===== src/simmem_resp_pkg.sv =====
/*
  Shared widths and vector types of the write-response bank.
  The identifier is the low IdWidth bits of a message. NumSlots must be a
  power of two, and count_t must hold the value NumSlots.
*/

package simmem_resp_pkg;

  ////////////////////////////////////////////////////////////////////////////
  // Sizes
  ////////////////////////////////////////////////////////////////////////////

  // Identifier field and number of per-identifier queues
  localparam int unsigned IdWidth = 2;
  localparam int unsigned NumIds = 2 ** IdWidth;

  // Message width, identifier included in the low bits
  localparam int unsigned MsgWidth = 16;

  // Shared pool of slots
  localparam int unsigned NumSlots = 16;
  localparam int unsigned SlotAddrWidth = $clog2(NumSlots);

  ////////////////////////////////////////////////////////////////////////////
  // Vector types
  ////////////////////////////////////////////////////////////////////////////

  typedef logic [MsgWidth-1:0] msg_t;
  typedef logic [IdWidth-1:0] id_t;
  typedef logic [SlotAddrWidth-1:0] slot_addr_t;

  // One bit per slot
  typedef logic [NumSlots-1:0] slot_mask_t;

  // One bit per identifier queue
  typedef logic [NumIds-1:0] id_mask_t;

  // One extra bit so that a full pool fits
  typedef logic [SlotAddrWidth:0] count_t;

endpackage

===== src/simmem_resp_bank.sv =====
/*
  Write-response bank with one queue per identifier over a shared slot
  pool. A client reserves a slot before the message arrives. Messages
  leave in reservation order per identifier, gated by release_en_i.
*/

module simmem_resp_bank (
  input  logic                        clk_i,
  input  logic                        rst_ni,

  // Reservation
  input  simmem_resp_pkg::id_t        rsv_id_i,
  input  logic                        rsv_ready_i,
  output logic                        rsv_valid_o,
  output simmem_resp_pkg::slot_addr_t rsv_addr_o,

  // Message input
  input  logic                        in_valid_i,
  input  simmem_resp_pkg::msg_t       in_data_i,
  output logic                        in_ready_o,

  // Release and output
  input  simmem_resp_pkg::slot_mask_t release_en_i,
  input  logic                        out_ready_i,
  output logic                        out_valid_o,
  output simmem_resp_pkg::msg_t       data_o,
  output simmem_resp_pkg::slot_mask_t released_onehot_o
);

  simmem_resp_pkg::id_t in_id;
  logic fill_fire;

  // Slot table side
  logic rsv_fire;
  simmem_resp_pkg::id_t rsv_id;
  simmem_resp_pkg::slot_addr_t lookup_addr [simmem_resp_pkg::NumIds][2];
  simmem_resp_pkg::slot_addr_t lookup_next [simmem_resp_pkg::NumIds][2];
  simmem_resp_pkg::slot_addr_t read_addr;
  simmem_resp_pkg::msg_t read_data;
  logic free_en;
  simmem_resp_pkg::slot_addr_t free_addr;

  // Per-queue signals
  simmem_resp_pkg::id_mask_t fill_ready;
  simmem_resp_pkg::id_mask_t link_en;
  simmem_resp_pkg::id_mask_t eligible;
  simmem_resp_pkg::id_mask_t pop;
  simmem_resp_pkg::slot_addr_t fill_addr [simmem_resp_pkg::NumIds];
  simmem_resp_pkg::slot_addr_t tail [simmem_resp_pkg::NumIds];
  simmem_resp_pkg::slot_addr_t head_addr [simmem_resp_pkg::NumIds];

  // Identifier field of the incoming message
  assign in_id = in_data_i[simmem_resp_pkg::IdWidth-1:0];
  assign in_ready_o = fill_ready[in_id];
  assign fill_fire = in_valid_i && in_ready_o;

  simmem_resp_slot_table i_slot_table (
    .clk_i,
    .rst_ni,
    .rsv_ready_i,
    .rsv_id_i,
    .rsv_valid_o,
    .rsv_addr_o,
    .rsv_fire_o    (rsv_fire),
    .rsv_id_o      (rsv_id),
    .fill_en_i     (fill_fire),
    .fill_addr_i   (fill_addr[in_id]),
    .fill_data_i   (in_data_i),
    .link_en_i     (|link_en),
    .link_from_i   (tail[rsv_id]),
    .lookup_addr_i (lookup_addr),
    .lookup_next_o (lookup_next),
    .read_addr_i   (read_addr),
    .read_data_o   (read_data),
    .free_en_i     (free_en),
    .free_addr_i   (free_addr)
  );

  ////////////////////////////////////////////////////////////////////////////
  // Identifier queues
  ////////////////////////////////////////////////////////////////////////////

  for (genvar g = 0; g < simmem_resp_pkg::NumIds; g++) begin : gen_queues
    assign lookup_addr[g][0] = fill_addr[g];
    assign lookup_addr[g][1] = head_addr[g];

    simmem_resp_id_queue i_queue (
      .clk_i,
      .rst_ni,
      .rsv_fire_i      (rsv_fire),
      // Zero when the reservation targets queue g
      .rsv_id_i        (rsv_id ^ simmem_resp_pkg::id_t'(g)),
      .rsv_addr_i      (rsv_addr_o),
      .fill_i          (fill_fire && (in_id == simmem_resp_pkg::id_t'(g))),
      .fill_ready_o    (fill_ready[g]),
      .fill_addr_o     (fill_addr[g]),
      .fill_next_i     (lookup_next[g][0]),
      .link_en_o       (link_en[g]),
      .tail_o          (tail[g]),
      .head_next_i     (lookup_next[g][1]),
      .pop_i           (pop[g]),
      .release_en_i,
      .head_eligible_o (eligible[g]),
      .head_addr_o     (head_addr[g])
    );
  end

  simmem_resp_release_arbiter i_arbiter (
    .clk_i,
    .rst_ni,
    .eligible_i        (eligible),
    .head_addr_i       (head_addr),
    .pop_o             (pop),
    .read_addr_o       (read_addr),
    .read_data_i       (read_data),
    .free_en_o         (free_en),
    .free_addr_o       (free_addr),
    .out_ready_i,
    .out_valid_o,
    .data_o,
    .released_onehot_o
  );

endmodule


===== src/simmem_resp_release_arbiter.sv =====
/*
  Lowest-identifier release of eligible queue heads into a one-entry
  output register. The popped slot stays used until the output is
  accepted. The payload read from the slot table must be valid in the
  cycle of selection.
*/

module simmem_resp_release_arbiter (
  input  logic                        clk_i,
  input  logic                        rst_ni,

  // Queue heads
  input  simmem_resp_pkg::id_mask_t   eligible_i,
  input  simmem_resp_pkg::slot_addr_t head_addr_i [simmem_resp_pkg::NumIds],
  output simmem_resp_pkg::id_mask_t   pop_o,

  // Slot table access
  output simmem_resp_pkg::slot_addr_t read_addr_o,
  input  simmem_resp_pkg::msg_t       read_data_i,
  output logic                        free_en_o,
  output simmem_resp_pkg::slot_addr_t free_addr_o,

  // Output register
  input  logic                        out_ready_i,
  output logic                        out_valid_o,
  output simmem_resp_pkg::msg_t       data_o,
  output simmem_resp_pkg::slot_mask_t released_onehot_o
);

  simmem_resp_pkg::id_t sel_id;
  simmem_resp_pkg::id_mask_t sel_onehot;
  logic accept;
  logic can_load;

  logic valid_q;
  simmem_resp_pkg::msg_t data_q;
  simmem_resp_pkg::slot_addr_t addr_q;

  ////////////////////////////////////////////////////////////////////////////
  // Selection
  ////////////////////////////////////////////////////////////////////////////

  // Lowest eligible identifier wins
  always_comb begin
    sel_id = '0;
    sel_onehot = '0;
    for (int i = simmem_resp_pkg::NumIds - 1; i >= 0; i--) begin
      if (eligible_i[i]) begin
        sel_id = simmem_resp_pkg::id_t'(i);
        sel_onehot = simmem_resp_pkg::id_mask_t'(1) << i;
      end
    end
  end

  assign accept = valid_q && out_ready_i;
  // Register empty or emptied this cycle
  assign can_load = !valid_q || out_ready_i;

  assign pop_o = can_load ? sel_onehot : '0;
  assign read_addr_o = head_addr_i[sel_id];

  ////////////////////////////////////////////////////////////////////////////
  // Output register
  ////////////////////////////////////////////////////////////////////////////

  always_ff @(posedge clk_i or negedge rst_ni) begin
    if (!rst_ni) begin
      valid_q <= 1'b0;
    end else if (can_load) begin
      valid_q <= |eligible_i;
    end
  end

  always_ff @(posedge clk_i) begin
    if (can_load && |eligible_i) begin
      data_q <= read_data_i;
      addr_q <= read_addr_o;
    end
  end

  assign out_valid_o = valid_q;
  assign data_o = data_q;

  // Slot goes back to the pool on acceptance
  assign free_en_o = accept;
  assign free_addr_o = addr_q;
  assign released_onehot_o = accept ? (simmem_resp_pkg::slot_mask_t'(1) << addr_q) : '0;

  // Held message and slot stay put until accepted
  a_stable_under_backpressure: assert property (@(posedge clk_i) disable iff (!rst_ni)
      valid_q && !out_ready_i |=> valid_q && $stable(data_q) && $stable(addr_q));

endmodule


===== src/simmem_resp_id_queue.sv =====
/*
  One linked-list queue of slots for a single identifier.
  rsv_id_i is relative to this queue and is zero when a reservation
  targets it. Pointers are only meaningful while the matching count is
  nonzero.
*/

module simmem_resp_id_queue (
  input  logic                        clk_i,
  input  logic                        rst_ni,

  // Reservation broadcast from the slot table
  input  logic                        rsv_fire_i,
  input  simmem_resp_pkg::id_t        rsv_id_i,
  input  simmem_resp_pkg::slot_addr_t rsv_addr_i,

  // Fill of the oldest unfilled slot
  input  logic                        fill_i,
  output logic                        fill_ready_o,
  output simmem_resp_pkg::slot_addr_t fill_addr_o,
  input  simmem_resp_pkg::slot_addr_t fill_next_i,

  // Link write request for the slot table
  output logic                        link_en_o,
  output simmem_resp_pkg::slot_addr_t tail_o,

  // Head towards the arbiter
  input  simmem_resp_pkg::slot_addr_t head_next_i,
  input  logic                        pop_i,
  input  simmem_resp_pkg::slot_mask_t release_en_i,
  output logic                        head_eligible_o,
  output simmem_resp_pkg::slot_addr_t head_addr_o
);

  simmem_resp_pkg::slot_addr_t head_d, head_q;
  simmem_resp_pkg::slot_addr_t fill_d, fill_q;
  simmem_resp_pkg::slot_addr_t tail_d, tail_q;

  // Reserved but unfilled, and filled but not popped
  simmem_resp_pkg::count_t rsv_cnt_d, rsv_cnt_q;
  simmem_resp_pkg::count_t filled_cnt_d, filled_cnt_q;

  simmem_resp_pkg::count_t total;
  simmem_resp_pkg::count_t total_after_pop;
  simmem_resp_pkg::count_t rsv_after_fill;
  logic rsv_here;

  assign rsv_here = rsv_fire_i && (rsv_id_i == '0);

  assign total = rsv_cnt_q + filled_cnt_q;
  assign total_after_pop = total - simmem_resp_pkg::count_t'(pop_i);
  assign rsv_after_fill = rsv_cnt_q - simmem_resp_pkg::count_t'(fill_i);

  ////////////////////////////////////////////////////////////////////////////
  // Counts and pointers
  ////////////////////////////////////////////////////////////////////////////

  assign rsv_cnt_d = rsv_after_fill + simmem_resp_pkg::count_t'(rsv_here);
  assign filled_cnt_d = filled_cnt_q + simmem_resp_pkg::count_t'(fill_i)
      - simmem_resp_pkg::count_t'(pop_i);

  always_comb begin
    head_d = head_q;
    fill_d = fill_q;
    tail_d = tail_q;

    // Links behind the head and fill pointer were written at earlier edges
    if (pop_i) begin
      head_d = head_next_i;
    end
    if (fill_i) begin
      fill_d = fill_next_i;
    end

    if (rsv_here) begin
      tail_d = rsv_addr_i;
      // Queue empty after this cycle, seed the head
      if (total_after_pop == '0) begin
        head_d = rsv_addr_i;
      end
      // No unfilled slot left, the new one is the next to fill
      if (rsv_after_fill == '0) begin
        fill_d = rsv_addr_i;
      end
    end
  end

  always_ff @(posedge clk_i or negedge rst_ni) begin
    if (!rst_ni) begin
      head_q <= '0;
      fill_q <= '0;
      tail_q <= '0;
      rsv_cnt_q <= '0;
      filled_cnt_q <= '0;
    end else begin
      head_q <= head_d;
      fill_q <= fill_d;
      tail_q <= tail_d;
      rsv_cnt_q <= rsv_cnt_d;
      filled_cnt_q <= filled_cnt_d;
    end
  end

  ////////////////////////////////////////////////////////////////////////////
  // Outputs
  ////////////////////////////////////////////////////////////////////////////

  assign fill_ready_o = rsv_cnt_q != '0;
  assign fill_addr_o = fill_q;

  // Append behind the current tail when the queue holds anything
  assign link_en_o = rsv_here && (total != '0);
  assign tail_o = tail_q;

  assign head_eligible_o = (filled_cnt_q != '0) && release_en_i[head_q];
  assign head_addr_o = head_q;

  // The pool bounds the sum of both counts
  a_no_overflow: assert property (@(posedge clk_i) disable iff (!rst_ni)
      rsv_here |-> total < simmem_resp_pkg::count_t'(simmem_resp_pkg::NumSlots));

  // Fill and pop only arrive for slots this queue owns
  a_no_underflow: assert property (@(posedge clk_i) disable iff (!rst_ni)
      (fill_i |-> rsv_cnt_q != '0) and (pop_i |-> filled_cnt_q != '0));

endmodule


===== src/simmem_resp_slot_table.sv =====
/*
  Slot pool of the bank. Links and payloads are flip-flop arrays, read
  combinationally. Only one link write per cycle is supported, which holds
  because only one reservation happens per cycle.
*/

module simmem_resp_slot_table (
  input  logic                        clk_i,
  input  logic                        rst_ni,

  // Reservation
  input  logic                        rsv_ready_i,
  input  simmem_resp_pkg::id_t        rsv_id_i,
  output logic                        rsv_valid_o,
  output simmem_resp_pkg::slot_addr_t rsv_addr_o,
  output logic                        rsv_fire_o,
  output simmem_resp_pkg::id_t        rsv_id_o,

  // Payload write on fill
  input  logic                        fill_en_i,
  input  simmem_resp_pkg::slot_addr_t fill_addr_i,
  input  simmem_resp_pkg::msg_t       fill_data_i,

  // Link from the old tail to the newly reserved slot
  input  logic                        link_en_i,
  input  simmem_resp_pkg::slot_addr_t link_from_i,

  // Port 0 follows the fill pointer, port 1 the head
  input  simmem_resp_pkg::slot_addr_t lookup_addr_i [simmem_resp_pkg::NumIds][2],
  output simmem_resp_pkg::slot_addr_t lookup_next_o [simmem_resp_pkg::NumIds][2],

  // Payload read and slot free on release
  input  simmem_resp_pkg::slot_addr_t read_addr_i,
  output simmem_resp_pkg::msg_t       read_data_o,
  input  logic                        free_en_i,
  input  simmem_resp_pkg::slot_addr_t free_addr_i
);

  simmem_resp_pkg::slot_mask_t used_d;
  simmem_resp_pkg::slot_mask_t used_q;

  simmem_resp_pkg::slot_addr_t link_q [simmem_resp_pkg::NumSlots];
  simmem_resp_pkg::msg_t payload_q [simmem_resp_pkg::NumSlots];

  ////////////////////////////////////////////////////////////////////////////
  // Free bitmap and lowest free slot
  ////////////////////////////////////////////////////////////////////////////

  assign rsv_valid_o = |(~used_q);
  assign rsv_fire_o = rsv_valid_o && rsv_ready_i;
  assign rsv_id_o = rsv_id_i;

  // Priority chain, the lowest free address wins
  always_comb begin
    rsv_addr_o = '0;
    for (int i = simmem_resp_pkg::NumSlots - 1; i >= 0; i--) begin
      if (!used_q[i]) begin
        rsv_addr_o = simmem_resp_pkg::slot_addr_t'(i);
      end
    end
  end

  always_comb begin
    used_d = used_q;
    if (rsv_fire_o) begin
      used_d[rsv_addr_o] = 1'b1;
    end
    // The freed slot is still used this cycle, so it never equals rsv_addr_o
    if (free_en_i) begin
      used_d[free_addr_i] = 1'b0;
    end
  end

  always_ff @(posedge clk_i or negedge rst_ni) begin
    if (!rst_ni) begin
      used_q <= '0;
    end else begin
      used_q <= used_d;
    end
  end

  ////////////////////////////////////////////////////////////////////////////
  // Links and payloads
  ////////////////////////////////////////////////////////////////////////////

  always_ff @(posedge clk_i) begin
    if (fill_en_i) begin
      payload_q[fill_addr_i] <= fill_data_i;
    end
    if (link_en_i) begin
      link_q[link_from_i] <= rsv_addr_o;
    end
  end

  always_comb begin
    for (int id = 0; id < simmem_resp_pkg::NumIds; id++) begin
      for (int port = 0; port < 2; port++) begin
        lookup_next_o[id][port] = link_q[lookup_addr_i[id][port]];
      end
    end
  end

  assign read_data_o = payload_q[read_addr_i];

  // The arbiter only frees what a queue once reserved
  a_free_used_slot: assert property (@(posedge clk_i) disable iff (!rst_ni)
      free_en_i |-> used_q[free_addr_i]);

endmodule


===== config.mk =====
export PLATFORM = sky130hd
export DESIGN_NAME = simmem_resp_bank
export DESIGN_NICKNAME = d
export VERILOG_FILES = /design/src/simmem_resp_pkg.sv /design/src/simmem_resp_bank.sv /design/src/simmem_resp_release_arbiter.sv /design/src/simmem_resp_id_queue.sv /design/src/simmem_resp_slot_table.sv
export SDC_FILE = /design/constraint.sdc
export NUM_CORES = 1
export LEC_CHECK = 0
export BUFFER_PORTS_ARGS = -buffer_cell sky130_fd_sc_hd__buf_4
export CAP_MARGIN = 20
export CORE_UTILIZATION = 45
export CTS_CLUSTER_DIAMETER = 120
export DETAILED_ROUTE_END_ITERATION = 10
export GPL_TIMING_DRIVEN = 0
export SETUP_SLACK_MARGIN = 0.2
export SLEW_MARGIN = 20
export SYNTH_ARGS = -nofsm -noshare
export SYNTH_HDL_FRONTEND = slang
export SYNTH_SLANG_ARGS = --single-unit

===== constraint.sdc =====
create_clock -name clk_i -period 8.8 [get_ports clk_i]
set_clock_uncertainty 0.1 [all_clocks]
set_input_delay 1.32 -clock clk_i [delete_from_list [all_inputs] [get_ports clk_i]]
set_output_delay 1.32 -clock clk_i [all_outputs]
set_load 0.005 [all_outputs]

==> flow_summary.toml <==
[status]
outcome = "completed"

[detailed_routing]
via_per_inst = 6.12
avgRoutedWirePerCell_um = 26.0
drt_wl_total_um = 62700
route.detailed.drc = 0
vias = 14770
drtIter0Drc = 1361
ant_nets = 0
first_pass_iters = 5

[floorplanning]
coreArea_mm2 = 0.0515
start_util_pct = 45.7
io_pins = 78
chipWidth_um = 231
dieArea_mm2 = 0.0532
die_h_um = 231
row_count = 83

[sta]
drv_slew = 0
postLayoutSetupSlackWorst_ns = 2.78
hold_viol = 0
maxSlewHeadroom_pct = 28.2
max_slew.worst_pin.slew_ns = 1.07
fin_setup_tns_ns = 0
grt_setup_unrepaired = "no"
layout_min_cycle_time_ns = 6.02
holdWs_ns = 0.375
setup_viol = 0
max_freq_ghz = 0.166
period_share_pct = 68.4

[finish]
syn_to_final_growth_pct = 14.2
diodes = 0
drive_above_1_share_pct = 27.0
final_common_cell = "edfxtp_1"
instances_no_fill = 2414
final_nets = 1801
final_cell_mix = "340 x edfxtp_1, 227 x mux4_2, 105 x dfrtp_1, 88 x nor2_1, 82 x nand3_1"
fillCellCount = 4287

[grt]
grt_pass1_wl_um = 95400
gr-total-overflow = 0
use_met1_pct = 31.7
met2_usage_pct = 40.3
gr-usage-met3_pct = 4.26
antenna_found_initial = 0
grt_max_degree = 67
top_usage_layer = "met2"
grt_pass1_vias = 15059
track_usage_pct = 24.2

[synth]
synth_area_leader_cell = "edfxtp_1"
ys.flop_type = "edfxtp_1"
synth.avg_cell_area_um2 = 15.1
synth_top_area_share_pct = 43.4
ys_ff_latch = 445
ys_seq_area_share_pct = 54.6
synth_area_leaders = "edfxtp_1 43%, mux4_2 22%, dfrtp_1 11%"
ys_types = 63
synthArstFlopShare_pct = 23.6
ys.warnings.count = 0
syn_area_mm2 = 0.0235
synth-edff-count = 340
synthCells = 1554
syn_nets = 1661

[power_and_ir_drop]
p_per_area_mw_per_mm2 = 453
power.leakage_nw = 9.62
peakVddDrop_mv = 0.299
power_mw = 12.2

[worst_setup_path]
critPathCaptureType = "flip-flop"
cp-endpoint = "gen_queues[2].i_queue.fill_addr_o[1]"
critPathMaxFanout = 18
start_kind = "input pin"
regToRegSetupSlack_ns = 3.67
r2r_start = "gen_queues[2].i_queue.rsv_cnt_q[2]"
worst-setup-path-type = "input pin to flip-flop"
critPathLaunch = "in_data_i[0]"
worstPathArrival_ns = 6.37
reg2reg_depth = 15
r2r-end = "gen_queues[2].i_queue.fill_addr_o[1]"
required_ns = 9.15

[clock_network]
clock_latency_ns = 0.62
cts_resized = 0
numCtsBuffers = 48
clockBufferDepth = 3
cts-hold-fix-buffers = 0
tritoncts = "done"
post-cts-setup-buffers = 0
path_clk_slew_ns = 0.06
cts_sinks = 445
cts-htree-levels = 2
cts-root-buf = "clkbuf_16"

[place]
dp.final_hpwl_um = 44600
place_inst = 2323
routabilityCongestion = 0.935
post-place-ws_ns = 2.04
numPortBuffers = 74

[worst_hold_path]
hold_class = "flip-flop to flip-flop"
min_path_cells = 2

[flow_run]
maxCapViolations = 0
==> layer usage <==
metal / routed length (µm) / vias up
li1: - / 6450
met1: 25100 / 7610
met2: 31000 / 582
met3: 4070 / 128
met4: 2540 / 0
met5: 0 / -
==> power by group <==
group	internal, mW	switching (mW)	total (mW)
clock network	1.21	0.867	2.08
registers	2.94	0.354	3.29
logic	3.02	3.78	6.80
total	7.16	5.00	12.2
==> cell usage after synthesis (3+ instances only) <==
cell and number:
a211oi_1 6, o21ai_0 37, mux2i_1 46, buf_4 3
mux4_2 227, nand3_1 82, nor4_1 5, a21boi_0 3
nor4b_1 3, or3_1 3, nor3_1 17, a31oi_1 21
nor3b_1 6, and2_1 5, buf_2 18, nand3b_1 4
nor2b_1 8, inv_1 80, a21o_1 14, o31ai_1 3
buf_1 18, nand4_1 28, nor2_1 104, nand2_1 55
or2_2 4, edfxtp_1 340, nand2b_1 16, xor2_1 17
a21oi_1 58, and3_1 6, xnor2_1 39, or4_1 3
buf_6 6, clkbuf_1 42, fa_1 8, mux2_2 23
ha_1 60, dfrtp_1 105
==> cell families (layout without fill, tap and decap cells) <==
| family | Yosys count | count (layout) | synth area share, % |
|---|---|---|---|
| compound gates | 164 | 164 | 4.22 |
| xor+xnor | 56 | 56 | 2.08 |
| fa+ha+maj | 68 | 68 | 3.87 |
| buf+inv | 169 | 349 | 3.03 |
| flops | 445 | 445 | 54.6 |
| mux | 297 | 297 | 24.8 |
| simple gates | 355 | 355 | 7.40 |
==> stage by stage <==
| stage | cell area [µm²] | utilization [%] |
|---|---|---|
| floorplan | 23500 | - |
| global placement | 24900 | 48.4 |
| detailed placement | 25200 | 49.0 |
| CTS | 26900 | 52.1 |
| global route | 26900 | 52.2 |
| finish | 26900 | 52.2 |
==> final cells by class <==
cell class / count / area [µm²] / area share (%)
Buffer: 87 / 405 / 1.51
Clock buffer: 61 / 1270 / 4.73
Clock inverter: 29 / 357 / 1.33
Inverter: 82 / 308 / 1.15
Multi-Input combinational cell: 940 / 10100 / 37.5
Sequential cell: 445 / 12800 / 47.8
Tap cell: 680 / 851 / 3.17
Timing Repair Buffer: 90 / 762 / 2.84
==> worst max-delay path: stages <==
cell and delay (ns):
buf_4 0.20, clkbuf_1 0.70, nand3_1 0.26, nor4_1 0.76, nor3_1 0.27, nand2_1 0.46
nor2_1 0.23, ha_1 0.26, ha_1 0.26, nor3_1 0.22, a21oi_1 0.07, nor2_1 0.11
a21oi_1 0.05, nor4_1 0.59, clkbuf_2 0.26, mux2_2 0.34
==> registers in the layout, summed over array words and instances, names as in the netlist <==
name	flops
gen_queues.i_queue.head_addr_o	16
gen_queues.i_queue.rsv_cnt_q	20
i_slot_table.link_q	64
gen_queues.i_queue.tail_o	16
gen_queues.i_queue.fill_addr_o	16
i_arbiter.data_o	16
i_arbiter.free_addr_o	4
i_arbiter.out_valid_o	1
i_slot_table.payload_q	256
gen_queues.i_queue.filled_cnt_q	20
i_slot_table.used_q	16
==> worst min path at each step <==
stage	from	end	slack (ns)
final	gen_queues[2].i_queue.tail_o[1]	gen_queues[2].i_queue.tail_o[1]	0.37
after global routing	gen_queues[3].i_queue.tail_o[3]	gen_queues[3].i_queue.tail_o[3]	0.40
after CTS	gen_queues[2].i_queue.tail_o[1]	gen_queues[2].i_queue.tail_o[1]	0.38
after detailed placement	gen_queues[2].i_queue.tail_o[1]	gen_queues[2].i_queue.tail_o[1]	0.37
after global placement	gen_queues[2].i_queue.tail_o[2]	gen_queues[2].i_queue.tail_o[2]	0.36
after floorplan	gen_queues[2].i_queue.tail_o[0]	gen_queues[2].i_queue.tail_o[0]	0.34
Note: power is estimated with default switching activity, not from simulation.
